`src/hw/adc_package_pkg.sv`:
```
package adc_package_pkg;

	////////////////////////////////////////////////////////////
	// package layout as seen on the ADC word stream
	////////////////////////////////////////////////////////////

	// header words that lead every package
	localparam int header_words = 6;

	// energy region, 16 channels by 64 samples
	localparam int energy_words = 1024;

	// channels interleaved inside one sample
	localparam int channels = 16;

	// address step per channel inside one bank
	// 64 samples per channel split over two banks
	localparam int channel_stride = 32;

	// each bank holds half the header ahead of the energy words
	localparam int header_bank_offset = 3;

	// word counter, wide enough for twice the half length plus idle
	localparam int count_w = 12;

	// width of the half package length input
	localparam int half_len_w = 10;

	////////////////////////////////////////////////////////////
	// energy index views
	////////////////////////////////////////////////////////////

	// word number minus header_words, split into its two fields
	// channel runs fastest on the stream
	typedef struct packed {
		logic [5:0] sample_id;
		logic [3:0] channel_id;
	} energy_fields_t;

	// raw for range checks, fields for the transpose
	// sample_id[0] is the bank parity
	typedef union packed {
		logic [9:0]     raw;
		energy_fields_t fields;
	} energy_idx_u;

endpackage

```
`src/hw/ram_bank_pkg.sv`:
```
package ram_bank_pkg;

	////////////////////////////////////////////////////////////
	// bank geometry
	////////////////////////////////////////////////////////////

	localparam int addr_w = 14;
	localparam int data_w = 16;

	// data mode select, sel input of the top
	localparam logic [1:0] mode_standard  = 2'd0;
	localparam logic [1:0] mode_constant  = 2'd1;
	localparam logic [1:0] mode_delta     = 2'd2;
	localparam logic [1:0] mode_alternate = 2'd3;

	////////////////////////////////////////////////////////////
	// fake energy words
	////////////////////////////////////////////////////////////

	// flat level in every energy slot
	localparam logic [15:0] constant_word = 16'h8e14;

	// delta mode, baseline and the single peak sample
	localparam logic [15:0] delta_base_word = 16'h8001;
	localparam logic [15:0] delta_peak_word = 16'hb000;

	// first energy index of the peak, one sample of 16 channels
	localparam int delta_peak_first = 480;

	// alternate mode, word depends on the bank written
	localparam logic [15:0] alternate_even_word = 16'h8001;
	localparam logic [15:0] alternate_odd_word  = 16'hb000;

endpackage

```
`src/hw/adc_write_top.sv`:
```
`timescale 1ns/1ps

module adc_write_top (
	input  logic                                  clk,
	input  logic                                  reset,
	input  logic                                  live_rising,
	input  logic                                  get_package,
	input  logic [ram_bank_pkg::data_w-1:0]        input_data,
	input  logic [adc_package_pkg::half_len_w-1:0] half_package_length,
	input  logic [ram_bank_pkg::addr_w-1:0]        memory_depth,
	input  logic [1:0]                            sel,
	output logic [ram_bank_pkg::data_w-1:0]        even_data,
	output logic [ram_bank_pkg::addr_w-1:0]        even_addr,
	output logic                                  even_wren,
	output logic [ram_bank_pkg::data_w-1:0]        odd_data,
	output logic [ram_bank_pkg::addr_w-1:0]        odd_addr,
	output logic                                  odd_wren,
	output logic                                  complete
);
	import adc_package_pkg::*;
	import ram_bank_pkg::*;

	// sequencer to router
	logic [count_w-1:0] word_index;
	logic               word_valid;
	logic [addr_w-1:0]  base_addr;

	// router to bank ports
	logic               even_write;
	logic [addr_w-1:0]  even_addr_next;
	logic [data_w-1:0]  even_data_next;
	logic               odd_write;
	logic [addr_w-1:0]  odd_addr_next;
	logic [data_w-1:0]  odd_data_next;

	package_sequencer package_sequencer_inst (
		.clk                 (clk),
		.reset               (reset),
		.live_rising         (live_rising),
		.get_package         (get_package),
		.half_package_length (half_package_length),
		.memory_depth        (memory_depth),
		.word_index          (word_index),
		.word_valid          (word_valid),
		.base_addr           (base_addr),
		.complete            (complete)
	);

	word_router word_router_inst (
		.clk            (clk),
		.reset          (reset),
		.word_index     (word_index),
		.word_valid     (word_valid),
		.base_addr      (base_addr),
		.input_data     (input_data),
		.sel            (sel),
		.even_write     (even_write),
		.even_addr_next (even_addr_next),
		.even_data_next (even_data_next),
		.odd_write      (odd_write),
		.odd_addr_next  (odd_addr_next),
		.odd_data_next  (odd_data_next)
	);

	// even bank, h0 h2 h4 and even samples
	bank_write_port even_port_inst (
		.clk       (clk),
		.reset     (reset),
		.write     (even_write),
		.addr_next (even_addr_next),
		.data_next (even_data_next),
		.wren      (even_wren),
		.addr      (even_addr),
		.data      (even_data)
	);

	// odd bank, h1 h3 h5 and odd samples
	bank_write_port odd_port_inst (
		.clk       (clk),
		.reset     (reset),
		.write     (odd_write),
		.addr_next (odd_addr_next),
		.data_next (odd_data_next),
		.wren      (odd_wren),
		.addr      (odd_addr),
		.data      (odd_data)
	);

endmodule

```
`src/hw/bank_write_port.sv`:
```
`timescale 1ns/1ps

module bank_write_port (
	input  logic                           clk,
	input  logic                           reset,
	input  logic                           write,
	input  logic [ram_bank_pkg::addr_w-1:0] addr_next,
	input  logic [ram_bank_pkg::data_w-1:0] data_next,
	output logic                           wren,
	output logic [ram_bank_pkg::addr_w-1:0] addr,
	output logic [ram_bank_pkg::data_w-1:0] data
);

	////////////////////////////////////////////////////////////
	// output stage of one RAM bank
	////////////////////////////////////////////////////////////

	// strobe and address, parked at the top address after reset
	always_ff @(posedge clk) begin
		if (reset) begin
			wren <= 1'b0;
			addr <= '1;
		end else begin
			wren <= write;
			// hold the last address while the other bank is busy
			if (write) begin
				addr <= addr_next;
			end
		end
	end

	// data follows the same hold rule
	always_ff @(posedge clk) begin
		if (write) begin
			data <= data_next;
		end
	end

endmodule

```
`src/hw/fake_pattern_gen.sv`:
```
`timescale 1ns/1ps

module fake_pattern_gen (
	input  adc_package_pkg::energy_idx_u     energy_index,
	input  logic [1:0]                      mode,
	input  logic [ram_bank_pkg::data_w-1:0] input_data,
	output logic [ram_bank_pkg::data_w-1:0] energy_data
);
	import adc_package_pkg::*;
	import ram_bank_pkg::*;

	logic in_peak;

	// peak covers one full sample, all 16 channels
	assign in_peak = (int'(energy_index.raw) >= delta_peak_first)
		&& (int'(energy_index.raw) < delta_peak_first + channels);

	always_comb begin
		case (mode)
			mode_constant: begin
				energy_data = constant_word;
			end
			mode_delta: begin
				energy_data = in_peak ? delta_peak_word : delta_base_word;
			end
			mode_alternate: begin
				// sample parity is also the bank choice
				if (energy_index.fields.sample_id[0]) begin
					energy_data = alternate_odd_word;
				end else begin
					energy_data = alternate_even_word;
				end
			end
			default: begin
				// standard mode, live ADC data
				energy_data = input_data;
			end
		endcase
	end

endmodule

```
`src/hw/package_sequencer.sv`:
```
`timescale 1ns/1ps

module package_sequencer (
	input  logic                                  clk,
	input  logic                                  reset,
	input  logic                                  live_rising,
	input  logic                                  get_package,
	input  logic [adc_package_pkg::half_len_w-1:0] half_package_length,
	input  logic [ram_bank_pkg::addr_w-1:0]        memory_depth,
	output logic [adc_package_pkg::count_w-1:0]    word_index,
	output logic                                  word_valid,
	output logic [ram_bank_pkg::addr_w-1:0]        base_addr,
	output logic                                  complete
);
	import adc_package_pkg::*;
	import ram_bank_pkg::*;

	logic [count_w-1:0] package_length;
	// one extra bit so the wrap compare never overflows
	logic [addr_w:0]    base_sum;
	logic               last_word;
	logic               last_word_d;

	// package length is always even
	assign package_length = count_w'({half_package_length, 1'b0});

	// counter sits at or above the length when idle
	assign word_valid = word_index < package_length;
	assign last_word  = word_valid && (word_index == package_length - 1'b1);

	// next base if the package still fits below memory_depth
	assign base_sum = {1'b0, base_addr} + (addr_w + 1)'(half_package_length);

	////////////////////////////////////////////////////////////
	// word counter and base address
	////////////////////////////////////////////////////////////

	always_ff @(posedge clk) begin
		if (reset || live_rising) begin
			// all ones is past any legal length, so idle
			word_index <= '1;
			// first get_package after this lands the base at 0
			base_addr <= memory_depth - addr_w'(half_package_length);
		end else if (get_package) begin
			// word 0 is on input_data next cycle
			word_index <= '0;
			if (base_sum >= {1'b0, memory_depth}) begin
				base_addr <= '0;
			end else begin
				base_addr <= base_sum[addr_w-1:0];
			end
		end else if (word_valid) begin
			// saturates at package_length
			word_index <= word_index + 1'b1;
		end
	end

	////////////////////////////////////////////////////////////
	// complete, lined up with the last bank write
	////////////////////////////////////////////////////////////

	// two stages match router register plus bank port register
	always_ff @(posedge clk) begin
		if (reset || live_rising) begin
			last_word_d <= 1'b0;
			complete    <= 1'b0;
		end else begin
			last_word_d <= last_word;
			complete    <= last_word_d;
		end
	end

endmodule

```
`src/hw/word_router.sv`:
```
`timescale 1ns/1ps

module word_router (
	input  logic                               clk,
	input  logic                               reset,
	input  logic [adc_package_pkg::count_w-1:0] word_index,
	input  logic                               word_valid,
	input  logic [ram_bank_pkg::addr_w-1:0]     base_addr,
	input  logic [ram_bank_pkg::data_w-1:0]     input_data,
	input  logic [1:0]                         sel,
	output logic                               even_write,
	output logic [ram_bank_pkg::addr_w-1:0]     even_addr_next,
	output logic [ram_bank_pkg::data_w-1:0]     even_data_next,
	output logic                               odd_write,
	output logic [ram_bank_pkg::addr_w-1:0]     odd_addr_next,
	output logic [ram_bank_pkg::data_w-1:0]     odd_data_next
);
	import adc_package_pkg::*;
	import ram_bank_pkg::*;

	logic [count_w-1:0] energy_offset;
	logic               is_energy;
	energy_idx_u        energy_idx;
	logic [data_w-1:0]  energy_data;
	logic               odd_bank;
	logic [addr_w-1:0]  header_addr;
	logic [addr_w-1:0]  energy_addr;
	logic [addr_w-1:0]  word_addr;
	logic [data_w-1:0]  word_data;
	// first pipeline stage, shared by both banks
	logic [addr_w-1:0]  addr_q;
	logic [data_w-1:0]  data_q;

	////////////////////////////////////////////////////////////
	// decode and transpose
	////////////////////////////////////////////////////////////

	assign energy_offset = word_index - count_w'(header_words);
	assign is_energy = (word_index >= count_w'(header_words))
		&& (word_index < count_w'(header_words + energy_words));

	// only the low bits matter inside the energy region
	assign energy_idx.raw = energy_offset[$bits(energy_idx_u)-1:0];

	// headers and footer alternate by word parity
	// energy words go by sample parity
	assign odd_bank = is_energy ? energy_idx.fields.sample_id[0] : word_index[0];

	// two words per address across the bank pair
	assign header_addr = base_addr + addr_w'(word_index[count_w-1:1]);

	// sample pairs run along the channel row, channels stride by 32
	// wraps modulo the bank size
	assign energy_addr = base_addr + addr_w'(header_bank_offset)
		+ addr_w'(energy_idx.fields.sample_id >> 1)
		+ addr_w'(energy_idx.fields.channel_id) * addr_w'(channel_stride);

	fake_pattern_gen fake_pattern_gen_inst (
		.energy_index (energy_idx),
		.mode         (sel),
		.input_data   (input_data),
		.energy_data  (energy_data)
	);

	// mode only touches energy words, header and footer pass as is
	assign word_addr = is_energy ? energy_addr : header_addr;
	assign word_data = is_energy ? energy_data : input_data;

	////////////////////////////////////////////////////////////
	// register stage
	////////////////////////////////////////////////////////////

	// one strobe at most, picked by the bank choice
	always_ff @(posedge clk) begin
		if (reset) begin
			even_write <= 1'b0;
			odd_write  <= 1'b0;
		end else begin
			even_write <= word_valid && !odd_bank;
			odd_write  <= word_valid && odd_bank;
		end
	end

	// payload, qualified later by the strobes
	always_ff @(posedge clk) begin
		addr_q <= word_addr;
		data_q <= word_data;
	end

	assign even_addr_next = addr_q;
	assign even_data_next = data_q;
	assign odd_addr_next  = addr_q;
	assign odd_data_next  = data_q;

endmodule
```
`config.mk`:
```
export PLATFORM = sky130hd
export DESIGN_NAME = adc_write_top
export DESIGN_NICKNAME = d
export VERILOG_FILES = /design/src/hw/adc_package_pkg.sv /design/src/hw/ram_bank_pkg.sv /design/src/hw/adc_write_top.sv /design/src/hw/bank_write_port.sv /design/src/hw/fake_pattern_gen.sv /design/src/hw/package_sequencer.sv /design/src/hw/word_router.sv
export SDC_FILE = /design/constraint.sdc
export NUM_CORES = 1
export LEC_CHECK = 0
export BUFFER_PORTS_ARGS = -buffer_cell sky130_fd_sc_hd__buf_4
export CORE_ASPECT_RATIO = 1.2
export CORE_UTILIZATION = 55
export CTS_BUF_LIST = sky130_fd_sc_hd__clkbuf_4 sky130_fd_sc_hd__clkbuf_8 sky130_fd_sc_hd__clkbuf_16
export CTS_CLUSTER_DIAMETER = 30
export CTS_CLUSTER_SIZE = 28
export DETAILED_ROUTE_END_ITERATION = 16
export PLACE_DENSITY = 0.81
export SETUP_SLACK_MARGIN = 0.3
export SYNTH_ARGS = -nofsm -noshare
export SYNTH_HDL_FRONTEND = slang
export SYNTH_SLANG_ARGS = --single-unit
```
`constraint.sdc`:
```
create_clock -name clk -period 4.7 [get_ports clk]
set_clock_uncertainty 0.1 [all_clocks]
set_input_delay 0.235 -clock clk [delete_from_list [all_inputs] [get_ports clk]]
set_output_delay 0.235 -clock clk [all_outputs]
set_load 0.1 [all_outputs]
```
# Word level (Yosys, flattened, before mapping)
# Cells that the tools add are included.
# W data, S select, Z words.
# op_classes
n_lt_le_gt_ge	6
n_addsub	9
n_mux	11
n_reduce_logical	9
eq_ne	4
# op_table
cell	count
$mux W14	6
$pmux W16 S3	1
$mux W12	2
$mux W16	1
$add A14 B10 Y15	1
$ge A15 B14 Y1	1
$add A14 B11 Y14	1
$add A14 B2 Y14 const B	1
$add A14 B5 Y14	1
$add A14 B9 Y14	1
$sub A14 B10 Y14	1
$add A12 B1 Y12 const B	1
$eq A12 B12 Y1	1
$ge A12 B3 Y1 const B	1
$lt A12 B11 Y1	1
$lt A12 B11 Y1 const B	1
$sub A11 B1 Y12 const B	1
$ge A10 B9 Y1 const B	1
$lt A10 B9 Y1 const B	1
$sub A10 B3 Y10 const B	1
$logic_and A1 B1 Y1	5
$eq A2 B2 Y1 const B	2
$reduce_bool A2 Y1	2
$eq A2 B1 Y1 const B	1
3 further kinds	3
# word_totals
in_bits	46
word_cells	53
output_inout_bits	63
ff_bits	122

# Longest topological paths before layout
# logic_depth
depth_word	6
ltp_mapped	15
ltp_nobuf	15

# Hierarchy
# From an unflattened synthesis, not the netlist that was laid out.
# hier_totals
cells_unflattened	822
area_unflattened_um2	7821.3
# modules_own_cells
mod	area_per_inst_um2	seq_area_each_um2	cells_per_inst	n_inst
package_sequencer	3141.8	700.7	367	1
word_router	2433.6	640.6	297	1
bank_write_port	1032.2	780.7	64	2
fake_pattern_gen	181.4	0.0	30	1

# Worst setup path after synthesis
# OpenSTA, ideal clock, no wires.
# synth_timing
kind	reg2reg
startpoint	register package_sequencer_inst.base_addr[8] (netlist bit)
endpoint	register package_sequencer_inst.base_addr[11] (netlist bit) (data pin)
path_stages_with_launch	14
t_arrival_ps	3371
synth_period_minus_slack_ps	3604
n_path_buf	0
setup_ps	132
path_slack_ps	1096
cell_sequence	edfxtp_1 > ha_1 > and3_1 > and3_1 > a21oi_2 > nor2_1 > a311o_1 > ha_1 > and3_1 > a221o_1 > o211ai_1 > o21ai_1 > a311oi_4 > a221o_1
# synth_between
elab_chain_cells	5
# synth_rtl
item	line_no	source
start, declared	package_sequencer.sv:12	output logic [ram_bank_pkg::addr_w-1:0] base_addr,
start signal, assigned	package_sequencer.sv:43	base_addr <= memory_depth - addr_w'(half_package_length);
start signal, assigned	package_sequencer.sv:50	base_addr <= base_sum[addr_w-1:0];
$add A14 B10 Y15 (*)	package_sequencer.sv:32	assign base_sum = {1'b0, base_addr} + (addr_w + 1)'(half_package_length);
$ge A15 B14 Y1	package_sequencer.sv:47	if (base_sum >= {1'b0, memory_depth}) begin
$mux W14 (*)	package_sequencer.sv:47	
$mux W14 (*)	package_sequencer.sv:44	end else if (get_package) begin
$mux W14 (*)	package_sequencer.sv:39	if (reset || live_rising) begin
# Every way passes the cells marked *; elsewhere a longest branch is shown, timed or not. The select of a mux whose other input is x is not followed.
# A chain may end at the register's enable or synchronous reset.

# Worst setup path after layout
# layout_timing
startpoint	register package_sequencer_inst.base_addr[0] (netlist bit)
endpoint	register package_sequencer_inst.base_addr[4] (netlist bit) (data pin)
# The elaborated chain is that of the path after synthesis.

==> results.cfg <==
[run_status]
status = finished, final reports clean

[layout]
layout-drive-gt1-share_pct = 18.59
final_util_pct = 69.27
area_growth_pct = 21.18
regArea_sq_mm = 0.002903
multiInputGateArea_sq_mm = 0.004389
antenna_cells = 0
nets = 1023
fill_cells = 1039
instances_no_fill = 1077
design_area_sq_mm = 0.009249

[logic_synthesis]
ys_warn_count = 0
synthTopCellsByArea = dfxtp_1 20%, edfxtp_1 18%, ha_1 13%
netlist.area_leader.share_pct = 19.93
yosysUniqueCellTypes = 75
synth_edf_count = 46
async_reset_ff_share_pct = 0
synth.yosys.seq_area_share_pct = 38.03
syn_nets = 907
synth_top_cell_by_area = dfxtp_1
synth.avg_cell_area_sq_um = 9.785
ys.flop_type = dfxtp_1
syn-instance-count = 780
synth_seq_cells = 122
syn_area_sq_mm = 0.007632

[setup_path]
critPathMaxStageDelay_ns = 0.41
critPathSlowestCell = fa_1
critPathMaxFanout = 6
cp_cell_sequence = ha_1 -> inv_1 -> fa_1 -> nor2b_1 -> o31a_1 -> o21ai_1 -> a21oi_2 -> xnor2_1 -> ha_1 -> and3_1 -> a221o_1 -> o211ai_1 -> o21ai_1 -> a311oi_4 -> buf_4 -> a22o_1
worstSetupPathType = reg -> reg
endpoint_kind = flop
critPathArrivalTime_ns = 4.32
cp-start-kind = flop
worst_ep_required_time_ns = 4.89

[clock_network]
clk_path_buf_depth = 2
cts-root-buf = clkbuf_16
cts_max_level = 4
clock-sinks = 122
insertion_delay_ns = 0.42
cts-resized-gates = 0
cts_tree = done
clk_pin_slew_ns = 0.07
numCtsBuffers = 17

[sta]
min_period_ns = 4.126
fmaxAchievable_ghz = 0.2424
timing_worst_slew_pin_value_ns = 0.9494
layout_setup_ws_ns = 0.5739
totalNegativeSetupSlack_ns = 0
grt_setup_unrepaired = false
fin_crit_sh_pct = 87.79
relSlewSlack_pct = 35.36
hold_slack_ns = 0.09125
slew_viol_final = 0
finalSetupViolations = 0
finalHoldViolations = 0

[global_routing]
antenna_found_initial = 0
first_global_vias = 6177
grt_max_degree = 46
grt.overflow.total = 0
grt_pass1_wl_mm = 30.06
grt_use_total_pct = 27.35

[die]
initial_core_util_pct = 57.16
dieArea_sq_mm = 0.01435
row_count = 46
core_region_area_sq_mm = 0.01335
ios = 109
fp.dieW_microns = 109.5
fp.dieH_microns = 131.0

[power]
power_density_mw_per_mm2 = 409.8
p_total_mw = 3.790
total_leakage_power_nw = 3.913
worst_ir_drop_vdd_mv = 0.3172

[place]
dp.cells = 1027
place_area_sq_mm = 0.008527
pre_cts_ws_ns = 0.5568
dp_hpwl_mm = 13.62
place_congestion = 0.9150
io_buffers = 108

[drt]
routedWlPerCell_microns = 17.50
drtIter0Drc = 575
dr.pass1.iters = 7
routed_via_density = 5.963
route.detailed.drc = 0
drtAntennaViolNets = 0
vias = 6422
drt_wl_total_mm = 18.85

[flow_run]
maxCapViolations = 0

[hold_path]
hp-class = in -> reg
-- power by group --
| part | switching [mW] | total (mW) | internal (mW) |
|---|---|---|---|
| Combinational | 0.717 | 1.27 | 0.550 |
| Sequential | 0.102 | 1.32 | 1.22 |
| Clock | 0.515 | 1.20 | 0.690 |
| Total | 1.33 | 3.79 | 2.46 |
-- logic make-up after synthesis --
group | Yosys count | share of synthesized area, %
flops | 122 | 38.03
fa+ha+maj | 81 | 13.67
xor+xnor | 51 | 5.852
mux | 8 | 1.098
compound gates | 220 | 21.31
buf+inv | 83 | 4.574
simple gates | 215 | 15.46
-- layer usage --
layer | GRT usage, % | part of all wire, %
met1 | 32.86 | 42
met2 | 47.87 | 50
met3 | 4.563 | 4.9
met4 | 12.08 | 3.2
met5 | 0 | 0
-- flip-flops by register name, indices dropped and copies added, names as in the netlist --
| register | cells |
|---|---|
| package_sequencer_inst.complete | 1 |
| odd_port_inst.wren | 1 |
| even_port_inst.addr | 14 |
| even_port_inst.wren | 1 |
| word_router_inst.odd_write | 1 |
| even_port_inst.data | 16 |
| odd_port_inst.data | 16 |
| odd_port_inst.addr | 14 |
| word_router_inst.even_data_next | 16 |
| word_router_inst.even_addr_next | 14 |
| package_sequencer_inst.last_word_d | 1 |
| package_sequencer_inst.base_addr | 14 |
| word_router_inst.even_write | 1 |
| package_sequencer_inst.word_index | 12 |
-- layout by cell type (no fill, tap or decap), types with 4 or more instances in the layout --
cell type      synthesis  final
nand2_1               29     29
fa_1                   4      4
a22o_1                 9      9
nor2_1                45     45
o211ai_1              11     11
nor3_1                14     14
xnor2_1               38     38
a21o_1                13     13
o21a_1                15     15
mux2i_1                7      7
a31oi_1               11     11
o21ai_0               30     30
a211o_1               39     39
a21oi_1               35     35
edfxtp_1              46     46
o21bai_1               6      6
xor2_1                13     13
buf_4                  1    113
nor2b_1               44     44
ha_1                  77     77
nand4_1                7      7
clkinv_4               0      4
inv_1                 51     51
a311o_1                4      4
dlygate4sd3_1          0     16
or2_2                  6      6
and3_1                11     11
nor4_1                 6      6
a211oi_1               5      5
dfxtp_1               76     76
clkbuf_16              0     17
nand3_1               23     23
nand2b_1               6      6
-- layout make-up --
class	instances	area share [%]
Clock buffer	18	4.681
Clock inverter	14	1.231
Inverter	51	2.070
Multi-Input combinational cell	575	47.46
Sequential cell	122	31.39
Tap cell	168	2.273
Timing Repair Buffer	129	10.90
-- final timing paths --
path / start / endpoint / slack [ns] / cells after the start
worst min register to register: package_sequencer_inst.last_word_d / package_sequencer_inst.complete / 0.32 / 1
worst max register to register: package_sequencer_inst.base_addr[0] / package_sequencer_inst.base_addr[4] / 0.57 / 16
worst min-delay path: get_package / package_sequencer_inst.word_index[11] / 0.09 / 2
worst max-delay path: package_sequencer_inst.base_addr[0] / package_sequencer_inst.base_addr[4] / 0.57 / 16
-- critical path: cells and delay by family (launching register included) --
kind / cells / cell delay (ns)
AOI/OAI and AO/OA: 8 / 1.73
xor gates and xnor gates: 1 / 0.18
and+or+nand+nor: 2 / 0.39
adders and majority gates: 3 / 0.91
DFF: 1 / 0.40
buffers and inverters: 2 / 0.26
-- Yosys cell counts (4+ instances only) --
library cell / count
a211o_1: 39
a211oi_1: 5
a21o_1: 13
a21oi_1: 35
a22o_1: 9
a311o_1: 4
a31oi_1: 11
and3_1: 11
buf_2: 8
clkbuf_1: 18
dfxtp_1: 76
edfxtp_1: 46
fa_1: 4
ha_1: 77
inv_1: 51
mux2i_1: 7
nand2_1: 29
nand2b_1: 6
nand3_1: 23
nand4_1: 7
nor2_1: 45
nor2b_1: 44
nor3_1: 14
nor4_1: 6
o211ai_1: 11
o21a_1: 15
o21ai_0: 30
o21bai_1: 6
or2_2: 6
xnor2_1: 38
xor2_1: 13
-- timing repair --
item | 4_1_cts | 5_1_grt
buffers inserted | 0 | 2
hold buffers | 16 | 0
hold endpoints to repair | 16 | 0
setup endpoints to repair | 0 | 10
No activity file was read; power rests on OpenSTA's default activity.
